$ cat src/rtl/rs_pkg.sv
package rs_pkg;

    // Station geometry
    localparam int RS_NUM_ENTRIES = 8;
    localparam int RS_ENTRY_IDX_W = 3;

    // Rename and retire widths
    localparam int PREG_W  = 6;
    localparam int ROBID_W = 5;

    // Sources per micro-op and their slots
    localparam int NUM_SOURCES = 2;
    localparam int SRC1        = 0;
    localparam int SRC2        = 1;

    // Physical register file write-back ports
    localparam int PRF_NUM_WRITES = 2;

    // Integer ALU operations
    typedef enum logic [2:0] {
        ADD,
        SUB,
        AND,
        OR,
        XOR,
        SLL,
        SRL,
        LUI
    } t_rs_opcode;

    // Entry occupancy
    typedef enum logic {
        IDLE,
        VALID
    } t_rs_ent_state;

    // One renamed source as it arrives from dispatch
    typedef struct packed {
        logic [PREG_W-1:0] preg;
        logic              pend;
    } t_src_trk;

    // Renamed micro-op written into a free entry
    typedef struct packed {
        t_rs_opcode                      opcode;
        logic [ROBID_W-1:0]              robid;
        logic [PREG_W-1:0]               pdst;
        t_src_trk [NUM_SOURCES-1:0]      src;
    } t_disp_pkt;

    // Write-back broadcast with its enable carried alongside
    typedef struct packed {
        logic [PREG_W-1:0] preg;
    } t_prf_wr_pkt;

    // Packet sent to execution without operand data
    typedef struct packed {
        t_rs_opcode         opcode;
        logic [ROBID_W-1:0] robid;
        logic [PREG_W-1:0]  pdst;
        logic [PREG_W-1:0]  psrc1;
        logic [PREG_W-1:0]  psrc2;
    } t_iss_pkt;

endpackage
$ cat src/rtl/rs_entry_if.sv
`timescale 1ns/100ps

interface rs_entry_if;

    // Allocation from the free-entry picker
    logic              alloc;
    rs_pkg::t_disp_pkt disp;

    // Entry status back to the control
    logic              valid;
    logic              req;

    // Grant from the age matrix
    logic              gnt;

    // Stored micro-op in issue form
    rs_pkg::t_iss_pkt  iss;

    modport entry (
        input  alloc,
        input  disp,
        input  gnt,
        output valid,
        output req,
        output iss
    );

    modport ctrl (
        output alloc,
        output disp,
        output gnt,
        input  valid,
        input  req,
        input  iss
    );

endinterface

$ cat src/rtl/rs.sv
`timescale 1ns/100ps

module rs (
    input  logic                clk,
    input  logic                reset,

    input  logic                disp_valid,
    input  rs_pkg::t_disp_pkt   disp_pkt,

    input  logic                prf_wr_en  [rs_pkg::PRF_NUM_WRITES],
    input  rs_pkg::t_prf_wr_pkt prf_wr_pkt [rs_pkg::PRF_NUM_WRITES],

    output logic                rs_full,
    output logic                iss_valid,
    output rs_pkg::t_iss_pkt    iss_pkt
);

    logic [rs_pkg::RS_NUM_ENTRIES-1:0] valid_vec;
    logic [rs_pkg::RS_NUM_ENTRIES-1:0] req_vec;
    logic [rs_pkg::RS_NUM_ENTRIES-1:0] gnt_vec;
    logic [rs_pkg::RS_NUM_ENTRIES-1:0] alloc_vec;
    logic [rs_pkg::RS_ENTRY_IDX_W-1:0] alloc_idx;
    logic [rs_pkg::RS_ENTRY_IDX_W-1:0] gnt_idx;
    logic                              do_alloc;
    rs_pkg::t_iss_pkt                  ent_iss [rs_pkg::RS_NUM_ENTRIES];

    rs_entry_if ent_if [rs_pkg::RS_NUM_ENTRIES] ();

    assign rs_full  = &valid_vec;
    // A strobe while full is dropped here
    assign do_alloc = disp_valid & ~rs_full;

    // Scan downward so the lowest free index is left in alloc_idx
    always_comb begin
        alloc_idx = '0;
        for (int i = rs_pkg::RS_NUM_ENTRIES - 1; i >= 0; i--) begin
            if (!valid_vec[i]) begin
                alloc_idx = rs_pkg::RS_ENTRY_IDX_W'(i);
            end
        end
    end

    always_comb begin
        for (int i = 0; i < rs_pkg::RS_NUM_ENTRIES; i++) begin
            alloc_vec[i] = do_alloc & (alloc_idx == rs_pkg::RS_ENTRY_IDX_W'(i));
        end
    end

    generate
        for (genvar i = 0; i < rs_pkg::RS_NUM_ENTRIES; i++) begin : g_entry
            assign ent_if[i].alloc = alloc_vec[i];
            assign ent_if[i].disp  = disp_pkt;
            assign ent_if[i].gnt   = gnt_vec[i];

            assign valid_vec[i] = ent_if[i].valid;
            assign req_vec[i]   = ent_if[i].req;
            assign ent_iss[i]   = ent_if[i].iss;

            rs_entry u_entry (
                .clk        (clk),
                .reset      (reset),
                .prf_wr_en  (prf_wr_en),
                .prf_wr_pkt (prf_wr_pkt),
                .ent        (ent_if[i].entry)
            );
        end
    endgenerate

    rs_age_matrix u_age_matrix (
        .clk       (clk),
        .reset     (reset),
        .alloc_vec (alloc_vec),
        .req_vec   (req_vec),
        .gnt_vec   (gnt_vec)
    );

    // Encode the one-hot grant for the packet mux
    always_comb begin
        gnt_idx = '0;
        for (int i = 0; i < rs_pkg::RS_NUM_ENTRIES; i++) begin
            if (gnt_vec[i]) begin
                gnt_idx = rs_pkg::RS_ENTRY_IDX_W'(i);
            end
        end
    end

    // Issue stage register loaded at the end of the selection cycle
    always_ff @(posedge clk) begin
        if (reset) begin
            iss_valid <= 1'b0;
        end else begin
            iss_valid <= |gnt_vec;
        end
    end

    always_ff @(posedge clk) begin
        if (|gnt_vec) begin
            iss_pkt <= ent_iss[gnt_idx];
        end
    end

endmodule

$ cat src/rtl/rs_age_matrix.sv
`timescale 1ns/100ps

module rs_age_matrix (
    input  logic                              clk,
    input  logic                              reset,

    input  logic [rs_pkg::RS_NUM_ENTRIES-1:0] alloc_vec,
    input  logic [rs_pkg::RS_NUM_ENTRIES-1:0] req_vec,
    output logic [rs_pkg::RS_NUM_ENTRIES-1:0] gnt_vec
);

    // older_q[i][j] is set while entry i is older than entry j
    logic [rs_pkg::RS_NUM_ENTRIES-1:0][rs_pkg::RS_NUM_ENTRIES-1:0] older_q;
    logic [rs_pkg::RS_NUM_ENTRIES-1:0][rs_pkg::RS_NUM_ENTRIES-1:0] older_nxt;
    logic [rs_pkg::RS_NUM_ENTRIES-1:0]                             blocked;

    // New entry becomes younger than everything else
    always_comb begin
        older_nxt = older_q;
        for (int i = 0; i < rs_pkg::RS_NUM_ENTRIES; i++) begin
            for (int j = 0; j < rs_pkg::RS_NUM_ENTRIES; j++) begin
                if (alloc_vec[j] && (i != j)) begin
                    older_nxt[i][j] = 1'b1;
                end
                if (alloc_vec[i]) begin
                    older_nxt[i][j] = 1'b0;
                end
            end
        end
    end

    always_ff @(posedge clk) begin
        if (reset) begin
            older_q <= '0;
        end else begin
            older_q <= older_nxt;
        end
    end

    // A requester loses if any other requester is older
    always_comb begin
        blocked = '0;
        for (int i = 0; i < rs_pkg::RS_NUM_ENTRIES; i++) begin
            for (int j = 0; j < rs_pkg::RS_NUM_ENTRIES; j++) begin
                if (req_vec[j] && older_q[j][i]) begin
                    blocked[i] = 1'b1;
                end
            end
        end
    end

    // Valid entries are totally ordered, so at most one bit survives
    assign gnt_vec = req_vec & ~blocked;

endmodule

$ cat src/rtl/rs_entry.sv
`timescale 1ns/100ps

module rs_entry (
    input  logic                clk,
    input  logic                reset,

    input  logic                prf_wr_en  [rs_pkg::PRF_NUM_WRITES],
    input  rs_pkg::t_prf_wr_pkt prf_wr_pkt [rs_pkg::PRF_NUM_WRITES],

    rs_entry_if.entry           ent
);

    rs_pkg::t_rs_ent_state              state_q;
    rs_pkg::t_rs_ent_state              state_nxt;
    rs_pkg::t_disp_pkt                  disp_q;
    logic [rs_pkg::NUM_SOURCES-1:0]     src_ready;

    // Occupancy FSM that frees the entry once the age matrix picks it
    always_comb begin
        state_nxt = state_q;
        case (state_q)
            rs_pkg::IDLE: begin
                if (ent.alloc) begin
                    state_nxt = rs_pkg::VALID;
                end
            end
            rs_pkg::VALID: begin
                if (ent.gnt) begin
                    state_nxt = rs_pkg::IDLE;
                end
            end
            default: begin
                state_nxt = rs_pkg::IDLE;
            end
        endcase
    end

    always_ff @(posedge clk) begin
        if (reset) begin
            state_q <= rs_pkg::IDLE;
        end else begin
            state_q <= state_nxt;
        end
    end

    assign ent.valid = (state_q == rs_pkg::VALID);

    // Micro-op payload
    always_ff @(posedge clk) begin
        if (ent.alloc) begin
            disp_q <= ent.disp;
        end
    end

    // One wakeup tracker per source
    generate
        for (genvar srcx = 0; srcx < rs_pkg::NUM_SOURCES; srcx++) begin : g_src_trk
            rs_reg_trk u_reg_trk (
                .clk        (clk),
                .reset      (reset),
                .alloc      (ent.alloc),
                .alloc_src  (ent.disp.src[srcx]),
                .prf_wr_en  (prf_wr_en),
                .prf_wr_pkt (prf_wr_pkt),
                .ready      (src_ready[srcx])
            );
        end
    endgenerate

    assign ent.req = ent.valid & (&src_ready);

    always_comb begin
        ent.iss.opcode = disp_q.opcode;
        ent.iss.robid  = disp_q.robid;
        ent.iss.pdst   = disp_q.pdst;
        ent.iss.psrc1  = disp_q.src[rs_pkg::SRC1].preg;
        ent.iss.psrc2  = disp_q.src[rs_pkg::SRC2].preg;
    end

endmodule

$ cat src/rtl/rs_reg_trk.sv
`timescale 1ns/100ps

module rs_reg_trk (
    input  logic                clk,
    input  logic                reset,

    input  logic                alloc,
    input  rs_pkg::t_src_trk    alloc_src,

    input  logic                prf_wr_en  [rs_pkg::PRF_NUM_WRITES],
    input  rs_pkg::t_prf_wr_pkt prf_wr_pkt [rs_pkg::PRF_NUM_WRITES],

    output logic                ready
);

    logic [rs_pkg::PREG_W-1:0] preg_q;
    logic                      pend_q;
    logic                      alloc_hit;
    logic                      trk_hit;

    // Compare every write-back port against the incoming and the held source
    always_comb begin
        alloc_hit = 1'b0;
        trk_hit   = 1'b0;
        for (int w = 0; w < rs_pkg::PRF_NUM_WRITES; w++) begin
            if (prf_wr_en[w] && (prf_wr_pkt[w].preg == alloc_src.preg)) begin
                alloc_hit = 1'b1;
            end
            if (prf_wr_en[w] && (prf_wr_pkt[w].preg == preg_q)) begin
                trk_hit = 1'b1;
            end
        end
    end

    // A write-back in the dispatch cycle already satisfies the source
    always_ff @(posedge clk) begin
        if (reset) begin
            pend_q <= 1'b0;
        end else if (alloc) begin
            pend_q <= alloc_src.pend & ~alloc_hit;
        end else if (trk_hit) begin
            pend_q <= 1'b0;
        end
    end

    always_ff @(posedge clk) begin
        if (alloc) begin
            preg_q <= alloc_src.preg;
        end
    end

    assign ready = ~pend_q;

endmodule

$ cat config.mk
export PLATFORM = sky130hd
export DESIGN_NAME = rs
export DESIGN_NICKNAME = d
export VERILOG_FILES = /design/src/rtl/rs_pkg.sv /design/src/rtl/rs_entry_if.sv /design/src/rtl/rs.sv /design/src/rtl/rs_age_matrix.sv /design/src/rtl/rs_entry.sv /design/src/rtl/rs_reg_trk.sv
export SDC_FILE = /design/constraint.sdc
export NUM_CORES = 1
export LEC_CHECK = 0
export BUFFER_PORTS_ARGS = -buffer_cell sky130_fd_sc_hd__buf_2
export CORE_ASPECT_RATIO = 1.75
export CORE_MARGIN = 3
export CORE_UTILIZATION = 37
export CTS_CLUSTER_DIAMETER = 120
export DETAILED_ROUTE_END_ITERATION = 7
export PLACE_DENSITY = 0.63
export SYNTH_ARGS = -nofsm -noshare
export SYNTH_HDL_FRONTEND = slang
export SYNTH_SLANG_ARGS = --single-unit
$ cat constraint.sdc
create_clock -name clk -period 5.4 [get_ports clk]
set_input_delay 0.81 -clock clk [delete_from_list [all_inputs] [get_ports clk]]
set_output_delay 0.81 -clock clk [all_outputs]
set_load 0.01 [all_outputs]
==> flow_summary.yaml <==
outcome:
  outcome: "completed"
clock_tree:
  clk_path_buf_depth: 3
  htreeDepth: 1
  cts_tree: "done"
  cts-root-buf: "clkbuf_16"
  cts_made_buffers: 28
  clock-sinks: 315
  clk_latency_ns: 0.57
  clk_pin_slew_ns: 0.07
  cts-resized-gates: 0
  postCtsHoldBufs: 0
  cts_setup_buffers: 0
yosys:
  ys_warn_count: 0
  synth_top_area_frac: 0.441
  yosys.area.top_type: "edfxtp_1"
  ys_types: 62
  synth_edf_count: 234
  avgSynthCellArea_sq_um: 11.8
  syn_inst: 1349
  ys_seq_area_frac: 0.543
  ys_seq_elements: 315
  synth_area_leaders: "edfxtp_1 44%, dfxtp_1 10%, xnor2_1 5.9%, xor2_1 5.9%, o2111a_1 3.7%"
  synthFlopType: "edfxtp_1"
  synth_area_sq_um: 15900
  synth-async-reset-ratio: 0
  syn_nets: 1394
floorplanning:
  core_area_sq_um: 42500
  fp.dieW_microns: 163
  start_util: 0.374
  die_height_microns: 280
  ios: 73
  die_area_sq_um: 45700
  rows: 100
timing:
  finClkSkew_ns: 0.0147
  tightest_slew_ns: 1.14
  tns_ns: 0
  rsz0062_at_grt: "no"
  final-setup-viol-count: 0
  drv_slew: 0
  period_share: 0.687
  max_slew_margin: 0.238
  max_clock_freq_mhz: 270
  fin_hold_ws_ns: 0.471
  finalHoldViolations: 0
  fin_crit_ns: 3.71
grt:
  antenna_found_initial: 0
  grt_pass1_vias: 11900
  gr-total-overflow: 0
  grt_max_degree: 105
  track_usage: 0.224
  grt_first_pass_wirelength_microns: 76700
layout:
  antennaDiodeCount: 0
  final_cell_mix: "234 x edfxtp_1, 108 x xor2_1, 108 x xnor2_1, 81 x dfxtp_1, 78 x and3_1"
  layout.nets: 1408
  fill_cells: 4020
  seqCellArea_sq_um: 8650
  design_area_sq_um: 17700
  final_common_cell: "edfxtp_1"
  layout-drive-gt1-share: 0.136
  area_growth_pct: 11.0
  multi_input_area_sq_um: 6770
  fin_util: 0.416
worst_setup_path:
  cp_max_fo: 48
  cp-start-kind: "flop"
  end_kind: "flop"
  cp.arrival_ns: 4.11
  path_class: "reg -> reg"
  required_ns: 5.80
drt:
  drt_iter0_markers: 1134
  drc_errors: 0
  dr.pass1.iters: 5
  avgRoutedWirePerCell_microns: 26.8
  avgViaCountPerCell: 6.11
  wirelength_microns: 52200
  ant_nets: 0
  vias: 11900
power_and_ir_drop:
  power_density_nw_per_um2: 297
  power.leakage_nw: 6.14
  max-vdd-ir-drop_uv: 169
  p_total_w: 0.00525
flow_run:
  drv_cap: 0
worst_hold_path:
  hold_path_class: "reg -> reg"
place:
  dp_hpwl_microns: 33900
  io_buffers: 72
  placed_cell_area_sq_um: 16800
  gp_congestion: 1.00
-- final timing paths --
| path | startpoint | endpoint | slack, ns | depth (start not counted) |
|---|---|---|---|---|
| setup / recovery | g_entry[3].u_entry.ent.valid | iss_pkt[6] | 1.69 | 7 |
| hold reg to reg | u_age_matrix.older_q[29] | u_age_matrix.older_q[29] | 0.47 | 1 |
| hold / removal | u_age_matrix.older_q[29] | u_age_matrix.older_q[29] | 0.47 | 1 |
| setup reg to reg | g_entry[3].u_entry.ent.valid | iss_pkt[6] | 1.69 | 7 |
-- worst max-delay path, cell delays in order, from the launching register on --
cell	delay [ns]
dfxtp_1	0.46
nor3b_2	0.47
a21boi_0	0.43
and4_1	0.43
o211ai_4	0.11
nand2_2	0.84
o21ai_0	0.51
a32oi_1	0.29
-- state kept, by name, indices dropped and copies added, names as in the netlist --
| register | count |
|---|---|
| g_entry.u_entry.ent.valid | 8 |
| u_age_matrix.older_q | 56 |
| g_entry.u_entry.g_src_trk.u_reg_trk.preg_q | 6 |
| iss_pkt | 26 |
| iss_valid | 1 |
| g_entry.u_entry.ent.iss | 202 |
| g_entry.u_entry.g_src_trk.u_reg_trk.pend_q | 16 |
-- cell type report --
class                   instances  area share
well taps                     561      0.0397
repair buffers                106      0.0355
clock buffers                  32      0.0446
clock inverters                20     0.00785
flip-flops and latches        315       0.489
multi-input cells             909       0.383
inverters                       3    0.000637
-- through the flow --
| stage | worst slack [ns] | cells |
|---|---|---|
| after floorplan | 2.56 | 1349 |
| after global placement | 1.75 | 1894 |
| after detailed placement | 1.75 | 1894 |
| after CTS | 1.74 | 1946 |
| after global routing | 1.53 | 1946 |
| final | 1.69 | 1946 |
-- cell families (layout without fill, tap and decap cells) --
| group | Yosys count | in the layout | share of synthesized area |
|---|---|---|---|
| DFF | 315 | 315 | 0.543 |
| xor gates and xnor gates | 216 | 216 | 0.119 |
| and+or+nand+nor | 312 | 312 | 0.117 |
| buffers and inverters | 125 | 161 | 0.0372 |
| AOI/OAI and AO/OA | 381 | 381 | 0.184 |
-- synthesized netlist by cell type, types with 17 or more instances --
cell	count
o21ai_0	51
a21oi_1	68
dfxtp_1	81
clkbuf_1	77
a32oi_1	26
xor2_1	108
and3_1	78
o2111a_1	53
nand4_1	40
xnor2_1	108
nor3_1	17
nor4_1	19
nor2_1	31
buf_2	18
a41oi_1	26
a211oi_1	26
o21a_1	56
edfxtp_1	234
nand2_1	72
a22oi_1	34
o41ai_1	18
-- where the power goes --
| part | switching (W) | total (W) | internal [W] | leakage [nW] |
|---|---|---|---|---|
| clock | 0.000942 | 0.00205 | 0.00110 | 0.457 |
| combinational | 0.000313 | 0.000489 | 0.000176 | 2.89 |
| sequential | 0.0000428 | 0.00271 | 0.00267 | 2.79 |
| total | 0.00130 | 0.00525 | 0.00395 | 6.14 |
-- routing by layer --
metal / global-route usage / up-vias / part of all wire
met2: 0.397 / 603 / 0.51
li1: - / 5252 / -
met4: 0.132 / 0 / 0.071
met3: 0.0290 / 189 / 0.065
met5: 0 / - / 0
met1: 0.254 / 5838 / 0.35
(Power assumes the default switching activity.)
